===== src/design/glb_bank_pkg.sv =====
package glb_bank_pkg;

    // bank geometry
    localparam int BANK_ADDR_WIDTH      = 12;
    localparam int BANK_DATA_WIDTH      = 64;
    // byte offset inside a 64-bit word
    localparam int BANK_BYTE_OFFSET     = 3;
    // host side moves half a word at a time
    localparam int CFG_DATA_WIDTH       = 32;
    // word index, 512 words
    localparam int BANK_WORD_ADDR_WIDTH = BANK_ADDR_WIDTH - BANK_BYTE_OFFSET;

    // packet write, bit_sel is a per-bit write mask
    typedef struct packed {
        logic                       en;
        logic [BANK_ADDR_WIDTH-1:0] addr;
        logic [BANK_DATA_WIDTH-1:0] data;
        logic [BANK_DATA_WIDTH-1:0] bit_sel;
    } packet_wr_req_t;

    // packet read request
    typedef struct packed {
        logic                       en;
        logic [BANK_ADDR_WIDTH-1:0] addr;
    } packet_rd_req_t;

    // packet read result, data held between responses
    typedef struct packed {
        logic [BANK_DATA_WIDTH-1:0] data;
        logic                       valid;
    } packet_rd_rsp_t;

    // one config access, single address per apb transfer
    typedef struct packed {
        logic                       wr_en;
        logic                       rd_en;
        logic [BANK_ADDR_WIDTH-1:0] addr;
        logic [CFG_DATA_WIDTH-1:0]  wr_data;
    } cfg_req_t;

    // config read result
    typedef struct packed {
        logic [CFG_DATA_WIDTH-1:0] rd_data;
        logic                      rd_data_valid;
    } cfg_rsp_t;

    // single memory access after arbitration
    typedef struct packed {
        logic                            rd_en;
        logic                            wr_en;
        logic [BANK_WORD_ADDR_WIDTH-1:0] word_addr;
        logic [BANK_DATA_WIDTH-1:0]      data;
        logic [BANK_DATA_WIDTH-1:0]      bit_sel;
    } mem_req_t;

endpackage


===== src/design/glb_bank_ctrl.sv =====
`timescale 1ns/1ps

module glb_bank_ctrl
    import glb_bank_pkg::*;
(
    input  logic                       clk,
    input  logic                       reset,

    // config port
    input  cfg_req_t                   cfg_req,
    output cfg_rsp_t                   cfg_rsp,

    // packet port
    input  packet_wr_req_t             packet_wr,
    input  packet_rd_req_t             packet_rd,
    output packet_rd_rsp_t             packet_rd_rsp,

    // memory side
    output mem_req_t                   mem_req,
    input  logic [BANK_DATA_WIDTH-1:0] mem_rd_data
);

    // address bit 2 picks the upper half
    localparam int HALF_SEL_BIT = BANK_BYTE_OFFSET - 1;
    // zero fill for the unused half
    localparam int PAD_WIDTH    = BANK_DATA_WIDTH - CFG_DATA_WIDTH;

    // winner of this cycle
    mem_req_t                        req_next;
    logic                            pkt_rd_issue;
    logic                            cfg_rd_issue;

    // registered memory request
    logic                            mem_rd_en_q;
    logic                            mem_wr_en_q;
    logic [BANK_WORD_ADDR_WIDTH-1:0] mem_word_addr_q;
    logic [BANK_DATA_WIDTH-1:0]      mem_data_q;
    logic [BANK_DATA_WIDTH-1:0]      mem_bit_sel_q;

    // in-flight read tags, bit 1 is the cycle data returns
    logic [1:0]                      pkt_rd_tag;
    logic [1:0]                      cfg_rd_tag;
    logic [1:0]                      cfg_half_tag;

    // held read values
    logic [BANK_DATA_WIDTH-1:0]      pkt_rd_data_q;
    logic [CFG_DATA_WIDTH-1:0]       cfg_rd_data_q;
    logic [CFG_DATA_WIDTH-1:0]       cfg_half_word;

    // fixed priority: cfg wr, cfg rd, pkt wr, pkt rd
    // losing packet requests are dropped
    always_comb begin
        req_next     = '0;
        pkt_rd_issue = 1'b0;
        cfg_rd_issue = 1'b0;
        if (cfg_req.wr_en) begin
            req_next.wr_en     = 1'b1;
            req_next.word_addr = cfg_req.addr[BANK_ADDR_WIDTH-1:BANK_BYTE_OFFSET];
            // place the half-word and mask only that half
            if (cfg_req.addr[HALF_SEL_BIT]) begin
                req_next.data    = {cfg_req.wr_data, {PAD_WIDTH{1'b0}}};
                req_next.bit_sel = {{CFG_DATA_WIDTH{1'b1}}, {PAD_WIDTH{1'b0}}};
            end else begin
                req_next.data    = {{PAD_WIDTH{1'b0}}, cfg_req.wr_data};
                req_next.bit_sel = {{PAD_WIDTH{1'b0}}, {CFG_DATA_WIDTH{1'b1}}};
            end
        end else if (cfg_req.rd_en) begin
            req_next.rd_en     = 1'b1;
            req_next.word_addr = cfg_req.addr[BANK_ADDR_WIDTH-1:BANK_BYTE_OFFSET];
            cfg_rd_issue       = 1'b1;
        end else if (packet_wr.en) begin
            req_next.wr_en     = 1'b1;
            req_next.word_addr = packet_wr.addr[BANK_ADDR_WIDTH-1:BANK_BYTE_OFFSET];
            req_next.data      = packet_wr.data;
            req_next.bit_sel   = packet_wr.bit_sel;
        end else if (packet_rd.en) begin
            req_next.rd_en     = 1'b1;
            req_next.word_addr = packet_rd.addr[BANK_ADDR_WIDTH-1:BANK_BYTE_OFFSET];
            pkt_rd_issue       = 1'b1;
        end
    end

    // request enables
    always_ff @(posedge clk or posedge reset) begin
        if (reset) begin
            mem_rd_en_q <= 1'b0;
            mem_wr_en_q <= 1'b0;
        end else begin
            mem_rd_en_q <= req_next.rd_en;
            mem_wr_en_q <= req_next.wr_en;
        end
    end

    // request payload
    always_ff @(posedge clk) begin
        mem_word_addr_q <= req_next.word_addr;
        mem_data_q      <= req_next.data;
        mem_bit_sel_q   <= req_next.bit_sel;
    end

    assign mem_req = '{
        rd_en:     mem_rd_en_q,
        wr_en:     mem_wr_en_q,
        word_addr: mem_word_addr_q,
        data:      mem_data_q,
        bit_sel:   mem_bit_sel_q
    };

    // two stages, one for mem_req and one for the sram read register
    always_ff @(posedge clk or posedge reset) begin
        if (reset) begin
            pkt_rd_tag   <= 2'b00;
            cfg_rd_tag   <= 2'b00;
            cfg_half_tag <= 2'b00;
        end else begin
            pkt_rd_tag   <= {pkt_rd_tag[0], pkt_rd_issue};
            cfg_rd_tag   <= {cfg_rd_tag[0], cfg_rd_issue};
            cfg_half_tag <= {cfg_half_tag[0], cfg_req.addr[HALF_SEL_BIT]};
        end
    end

    // half-word for the host
    assign cfg_half_word = cfg_half_tag[1] ? mem_rd_data[CFG_DATA_WIDTH +: CFG_DATA_WIDTH]
                                           : mem_rd_data[0 +: CFG_DATA_WIDTH];

    // hold last returned values
    always_ff @(posedge clk or posedge reset) begin
        if (reset) begin
            pkt_rd_data_q <= '0;
            cfg_rd_data_q <= '0;
        end else begin
            if (pkt_rd_tag[1]) begin
                pkt_rd_data_q <= mem_rd_data;
            end
            if (cfg_rd_tag[1]) begin
                cfg_rd_data_q <= cfg_half_word;
            end
        end
    end

    assign packet_rd_rsp = '{
        data:  pkt_rd_tag[1] ? mem_rd_data : pkt_rd_data_q,
        valid: pkt_rd_tag[1]
    };

    assign cfg_rsp = '{
        rd_data:       cfg_rd_tag[1] ? cfg_half_word : cfg_rd_data_q,
        rd_data_valid: cfg_rd_tag[1]
    };

    // one access per cycle
    a_mem_one_op: assert property (
        @(posedge clk) disable iff (reset)
        !(mem_req.rd_en && mem_req.wr_en)
    ) else $error("memory read and write issued together");

    // a returning read belongs to exactly one client
    a_rsp_one_owner: assert property (
        @(posedge clk) disable iff (reset)
        !(cfg_rsp.rd_data_valid && packet_rd_rsp.valid)
    ) else $error("read data routed to both clients");

endmodule


===== config.mk =====
export PLATFORM = sky130hd
export DESIGN_NAME = glb_bank_ctrl
export DESIGN_NICKNAME = d
export VERILOG_FILES = /design/src/design/glb_bank_pkg.sv /design/src/design/glb_bank_ctrl.sv
export SDC_FILE = /design/constraint.sdc
export NUM_CORES = 1
export LEC_CHECK = 0
export ABC_AREA = 1
export BUFFER_PORTS_ARGS = -buffer_cell sky130_fd_sc_hd__buf_2
export CAP_MARGIN = 40
export CORE_AREA = 4 4 194 196
export DETAILED_ROUTE_END_ITERATION = 10
export DIE_AREA = 0 0 198 200
export PLACE_DENSITY = 0.54
export SLEW_MARGIN = 20
export SYNTH_ARGS = -nofsm -noshare
export SYNTH_HDL_FRONTEND = slang
export SYNTH_SLANG_ARGS = --single-unit

===== constraint.sdc =====
create_clock -name clk -period 2.65 [get_ports clk]
set_input_delay 0.1325 -clock clk [delete_from_list [all_inputs] [get_ports clk]]
set_output_delay 0.1325 -clock clk [all_outputs]
set_load 0.005 [all_outputs]

==> results of run 1 <==
-- cells by family after synthesis --
group | Yosys count | synth area share, %
AOI/OAI and AO/OA | 193 | 10.9
DFF | 241 | 60.3
and+or+nand+nor | 415 | 19.6
buffers and inverters | 188 | 9.25
-- worst max-delay path by stage --
stage | from | end | slack [ps]
finish | cfg_req[45] | mem_word_addr_q[7] | 180
global route | cfg_req[45] | mem_word_addr_q[7] | 70
CTS | cfg_req[45] | mem_word_addr_q[7] | 40
detailed placement | pkt_rd_tag[1] | packet_rd_rsp[27] | 920
global placement | pkt_rd_tag[1] | packet_rd_rsp[27] | 930
floorplan | reset | cfg_half_tag[0] | 1270
-- repair_timing --
action,in CTS,in global routing
endpoints found under the hold margin,329,0
resized for setup,0,1
hold buffers,289,0
endpoints found under the setup margin,0,1
-- routing by layer --
layer | track usage [%] | up-vias | part of all wire, %
met5 | 0 | - | 0.063
met4 | 7.75 | 6 | 3.8
met3 | 7.08 | 77 | 9.6
met2 | 32.7 | 409 | 50
met1 | 20.2 | 4663 | 37
li1 | - | 4812 | -
-- cells in the final DEF, fill, tap and decap left out, drive strengths merged --
| cell type | n |
|---|---|
| clkinv | 6 |
| nor3 | 1 |
| nand2 | 241 |
| bufinv | 3 |
| buf | 513 |
| nor2 | 69 |
| diode | 8 |
| inv | 111 |
| clkbuf | 42 |
| dfrtp | 104 |
| dfxtp | 137 |
| clkinvlp | 1 |
| a21oi | 65 |
| nand3 | 96 |
| dlygate4sd3 | 289 |
| nand4 | 9 |
| o21ai | 128 |
-- power by group --
part	internal, mW	total (mW)	switching, mW
Combinational	0.898	1.84	0.938
Sequential	4.04	4.15	0.108
Clock	2.43	3.96	1.53
-- flip-flops by register name (all words and copies together), names as in the netlist --
name	flops
mem_data_q	64
pkt_rd_data_q	64
mem_bit_sel_q	64
mem_word_addr_q	9
pkt_rd_tag	2
cfg_half_tag	2
cfg_rd_data_q	32
mem_wr_en_q	1
cfg_rd_tag	2
mem_rd_en_q	1
-- layout make-up --
class / instances / share of cell area (%)
inverters: 112 / 2.71
clock inverters: 9 / 0.768
diodes: 8 / 0.128
well taps: 468 / 3.74
flip-flops and latches: 241 / 34.2
repair buffers: 802 / 35.8
clock buffers: 42 / 5.27
multi-input cells: 609 / 17.4
-- worst max-delay path: stages --
cell           delay, ps
dlygate4sd3_1        540
buf_2                250
nor2_8               410
buf_4                290
nand2_1               70
nand2_1               60
dlygate4sd3_1        540
nand2_1               60
dlygate4sd3_1        550
-- through the flow --
stage	total power [mW]	cells	hold WS [ps]	utilization, %
2_1_floorplan	4.85	1037	164	-
3_3_place_gp	5.66	1941	282	32.6
3_5_place_dp	5.69	1942	69.8	32.6
4_1_cts	10.1	2282	39.9	43.2
5_1_grt	10.4	2290	46.6	43.3
6_report	9.95	2291	63.6	43.4
==> run summary, run 1 <==
HPWL Detailed -> 26.8 mm
Nature of the critical path startpoint -> primary input
Placement Cell Area -> 0.0118 mm²
YS warnings -> 0
CTS clock-pin slew for the worst setup and hold paths -> 60 ps
Worst Skew -> 15.5 ps
Final setup fails -> 0
Clk sink count -> 241
Die H -> 200 µm
Detailed Route WL -> 40.0 mm
Max Cap Violations -> 0
Initial antenna violation count -> 10
Most frequent cell after synthesis -> nand2_1
Vias in the first global route -> 10400
Layout cells sized above 1 -> 31.1%
Fill cells -> 3480
Initial Util -> 24.6%
Max Root-Sink Buffers -> 3
CP endpoint kind -> flop
P_leak -> 8.04 nW
Post-route DRC -> 0
# rows -> 70
Gate count of the mapped netlist -> 1037
CTS Buf Count -> 28
Synthesized cell area -> 0.00887 mm²
Vias -> 9967
Slew HR -> 53.3%
Yosys reg bits -> 241
Vias/cell -> 4.35
Avg Cell Area, Syn -> 8.55 µm²
Area of the multi-input gates -> 0.00272 mm²
Flop-to-flop setup slack -> 1090 ps
Routed Antenna Nets -> 0
Async SR Flop Fraction -> 43.2%
Post-placement setup slack -> 921 ps
Postcts setup bufs -> 0
R2R Path Start -> pkt_rd_tag[1]
Largest net degree at the start of global routing -> 68
R2r endpoint -> pkt_rd_data_q[48]
IO Port Bufs -> 494
RSZ-0062 raised after global routing -> no
Root buf cell -> clkbuf_16
Clock latency on the worst-skew pair -> 540 ps
RePlAce Congestion -> 0.893
H-tree Lvls -> 1
DRT iter0 DRCs -> 290
Hold Fails Final Rpt -> 0
Area leader, netlist -> dfxtp_1
Top FF cell, synth -> dfxtp_1
Nets -> 2060
Critical Path AT -> 2910 ps
Worst slew pin tran -> 698 ps
Minimum clock period -> 2470 ps
Synth top area share -> 30.9%
Pwr Density -> 636 mW/mm²
Setup TNS -> 0 ps
Die area -> 0.0396 mm²
Mapped Nets -> 1303
GRT Total Usage -> 18.6%
Register area share after synthesis -> 60.3%
Kind of critical path -> in -> reg
Worst hold-check path type -> in -> async
Max-slew violation count -> 0
Worst-path maximum fanout -> 21
Post-synth EDFFs -> 0
First-pass GRT wire length -> 57.9 mm
CTS tree -> done
Post-synth cell types -> 22
Wirelength per Cell -> 17.5 µm
Worst setup margin -> 177 ps
Die X -> 198 µm
IO Pins -> 503
Fin crit share -> 93.3%
FMAX -> 404 MHz
Register area -> 0.00535 mm²
Post-route cell area -> 0.0156 mm²
Grt ovf -> 0
Area Overhead vs Synth -> 76.4%
First-pass iteration count of the detailed router -> 5
Commonest cells in the synthesized netlist -> 238 x nand2_1, 137 x dfxtp_1, 111 x inv_1, 104 x dfrtp_1, 96 x nand3_1
Peak VDD IR -> 0.505 mV
Critical Path RT -> 3080 ps
Core area -> 0.0361 mm²
Reg2reg path depth -> 3
Status -> completed
Area contributors post-synth -> dfxtp_1 31%, dfrtp_1 29%, nand2_1 10%
(Power assumes the default switching activity.)
==> run 2, diff against run 1 <==
BUFFER_PORTS_ARGS = -buffer_cell sky130_fd_sc_hd__clkbuf_2   (was -buffer_cell sky130_fd_sc_hd__buf_2)
SKIP_CTS_REPAIR_TIMING = 1   (was not set)
==> run 2 against run 1 <==
  * Clock skew about the same
  * Global-route usage fell by 2.1 points
  * Cell count decreased by 0.57%
  * Non-clock buffer count decreased by 8
  * Routed wire length down 2.0%
  * Power fell by 0.31%
  * Via count fell by 1.4%
  * Maximum frequency grew 5.8%
  * Critical path depth shrank 5
  * Clock power is essentially flat
  * Hold slack got worse by 58 ps
  * Critical path type is now reg -> out
  * Critical endpoint is now packet_rd_rsp[51]
==> run summary, run 2 (synthesis gave the netlist of run 1 again) <==
CP endpoint kind -> primary output (was flop)
Final setup fails -> 0 (unchanged)
Final cell count without fillers -> 2278 (was 2291)
Worst-path maximum fanout -> 51 (was 21)
Post-route cell area -> 0.0155 mm² (was 0.0156 mm²)
Vias/cell -> 4.31 (was 4.35)
R2R Path Start -> pkt_rd_tag[1] (unchanged)
# rows -> 70 (unchanged)
Layout cells sized above 1 -> 31.3% (was 31.1%)
Fill cells -> 3521 (was 3480)
Critical Path AT -> 2210 ps (was 2910 ps)
CTS tree -> done (unchanged)
Cells after DPL -> 1940 (was 1942)
Critical Path Max Stage Delay -> 750 ps (was 550 ps)
CP top delay family -> flip-flops (was buffers and inverters)
CTS Buf Count -> 28 (unchanged)
Grt ovf -> 0 (unchanged)
HPWL Detailed -> 26.6 mm (was 26.8 mm)
Die X -> 198 µm (unchanged)
Worst slew pin tran -> 733 ps (was 698 ps)
Max Root-Sink Buffers -> 3 (unchanged)
Initial antenna violation count -> 4 (was 10)
GRT Total Usage -> 16.5% (was 18.6%)
Critical path buffers and inverters -> 2 (was 5)
Die area -> 0.0396 mm² (unchanged)
FMAX -> 428 MHz (was 404 MHz)
Slew HR -> 50.9% (was 53.3%)
DRT iter0 DRCs -> 359 (was 290)
Routed Antenna Nets -> 0 (unchanged)
Int Power -> 7.26 mW (was 7.37 mW)
Worst Hold End -> pkt_rd_tag[0]
Wirelength per Cell -> 17.2 µm (was 17.5 µm)
First-pass GRT wire length -> 50.3 mm (was 57.9 mm)
Slowest-stage cell, CP -> dfrtp_4 (was dlygate4sd3_1)
RSZ-0062 raised after global routing -> no (unchanged)
Core area -> 0.0361 mm² (unchanged)
Worst Skew -> 15.7 ps (was 15.5 ps)
Max-slew violation count -> 0 (unchanged)
Hold Path Origin -> packet_rd[12]
First-pass iteration count of the detailed router -> 5 (unchanged)
Flop-to-flop setup slack -> 1040 ps (was 1090 ps)
Peak VDD IR -> 0.486 mV (was 0.505 mV)
Setup TNS -> 0 ps (unchanged)
Pwr Density -> 639 mW/mm² (was 636 mW/mm²)
CTS clock-pin slew for the worst setup and hold paths -> 50 ps (was 60 ps)
Critical Path RT -> 2520 ps (was 3080 ps)
RePlAce Congestion -> 0.884 (was 0.893)
Most frequent cells in the layout -> 493 x clkbuf_2, 283 x dlygate4sd3_1, 238 x nand2_1, 137 x dfxtp_1, 110 x inv_1 (was 493 x buf_2, 289 x dlygate4sd3_1, 238 x nand2_1, 137 x dfxtp_1, 110 x inv_1)
Nets -> 2051 (was 2060)
Crit-path cells -> buf_4, nor2_1, a21oi_1, clkbuf_2 (was dlygate4sd3_1, buf_2, nor2_8, buf_4, nand2_1, nand2_1, dlygate4sd3_1, nand2_1, dlygate4sd3_1)
Area Overhead vs Synth -> 74.9% (was 76.4%)
Nature of the critical path startpoint -> flop (was primary input)
Root buf cell -> clkbuf_16 (unchanged)
P_leak -> 8.03 nW (was 8.04 nW)
Kind of critical path -> reg -> out (was in -> reg)
Seq pwr share -> 41.9% (was 41.7%)
Largest net degree at the start of global routing -> 70 (was 68)
Detailed Route WL -> 39.2 mm (was 40.0 mm)
Commonest non-fill, non-tap cell in the layout -> clkbuf_2 (was buf_2)
Status -> completed (unchanged)
Die H -> 200 µm (unchanged)
Clock latency on the worst-skew pair -> 550 ps (was 540 ps)
Vias -> 9826 (was 9967)
Top Registers -> mem_bit_sel_q x64, mem_data_q x64, pkt_rd_data_q x64 (unchanged)
Minimum clock period -> 2340 ps (was 2470 ps)
Overall Power -> 9.92 mW (was 9.95 mW)
Hold Fails Final Rpt -> 0 (unchanged)
Combinational share of power -> 18.4% (was 18.5%)
Placement Cell Area -> 0.0117 mm² (was 0.0118 mm²)
IO Port Bufs -> 494 (unchanged)
Clk pwr share -> 39.7% (was 39.8%)
Initial Util -> 24.6% (unchanged)
Fin crit share -> 88.2% (was 93.3%)
IO Pins -> 503 (unchanged)
Clk sink count -> 241 (unchanged)
R2r endpoint -> pkt_rd_data_q[50] (was pkt_rd_data_q[48])
Post-route DRC -> 0 (unchanged)
Worst hold-check path type -> in -> reg (was in -> async)
Switch share -> 26.7% (was 25.9%)
Reg2reg path depth -> 3 (unchanged)
Worst hold path depth -> 3
H-tree Lvls -> 1 (unchanged)
Max Cap Violations -> 0 (unchanged)
NetSw -> 2.65 mW (was 2.58 mW)
Vias in the first global route -> 8451 (was 10400)
run 2: changes by cell type in the layout (fill, tap and decap cells not counted), sizes merged:
cell / before / now
diode: 8 / 3
bufinv: 3 / 2
dlygate4sd3: 289 / 283
clkbuf: 42 / 532
nor2: 69 / 68
buf: 513 / 18
inv: 111 / 112
clkinvlp: 1 / 5
run 2: worst max-delay path by stage:
stage / slack [ps] / startpoint / to / cells after the start
floorplan: 1270 / reset / cfg_half_tag[0] / 1
global placement: 870 / pkt_rd_tag[1] / packet_rd_rsp[64] / 4
detailed placement: 880 / pkt_rd_tag[1] / packet_rd_rsp[51] / 4
CTS: 280 / pkt_rd_tag[1] / packet_rd_rsp[51] / 4
global route: 110 / pkt_rd_tag[1] / packet_rd_rsp[51] / 4
finish: 310 / pkt_rd_tag[1] / packet_rd_rsp[51] / 4
run 2: per-stage QoR:
step / utilization [%] / hold WS [ps] / setup WS, ps
after floorplan: - / 164 / 1270
after global placement: 32.5 / 256 / 870
after detailed placement: 32.5 / 276 / 876
after CTS: 35.1 / -324 / 279
after global routing: 43.0 / -2.50 / 115
final: 43.0 / 5.86 / 312
run 2: power by group through the flow:
stage,clock network (mW),registers [mW],logic (mW)
after global placement,0,4.22,1.45
after floorplan,0,4.22,0.629
final,3.93,4.16,1.83
after detailed placement,0,4.23,1.47
after global routing,4.18,4.19,2.02
after CTS,4.04,4.16,1.47
run 2: routing by layer:
layer / vias to the layer above / wire length [µm] / GRT usage [%]
li1: 4786 / - / -
met1: 4550 / 14500 / 18.4
met2: 410 / 20000 / 28.4
met3: 76 / 3650 / 7.07
met4: 4 / 1050 / 5.38
met5: - / 25 / 0
run 2: layout make-up:
cell class / count / area, µm² / area share, %
Tap cell: 468 / 586 / 3.77
Inverter: 112 / 424 / 2.73
Timing Repair Buffer: 794 / 5500 / 35.4
Sequential cell: 241 / 5350 / 34.5
Antenna cell: 3 / 7.51 / 0.0484
Multi-Input combinational cell: 608 / 2700 / 17.4
Clock buffer: 39 / 813 / 5.24
Clock inverter: 13 / 133 / 0.855
run 2: worst reg2reg max path: stages (launching register included):
cell	delay, ps
dfrtp_4	750
buf_4	470
nor2_1	100
a21oi_1	190
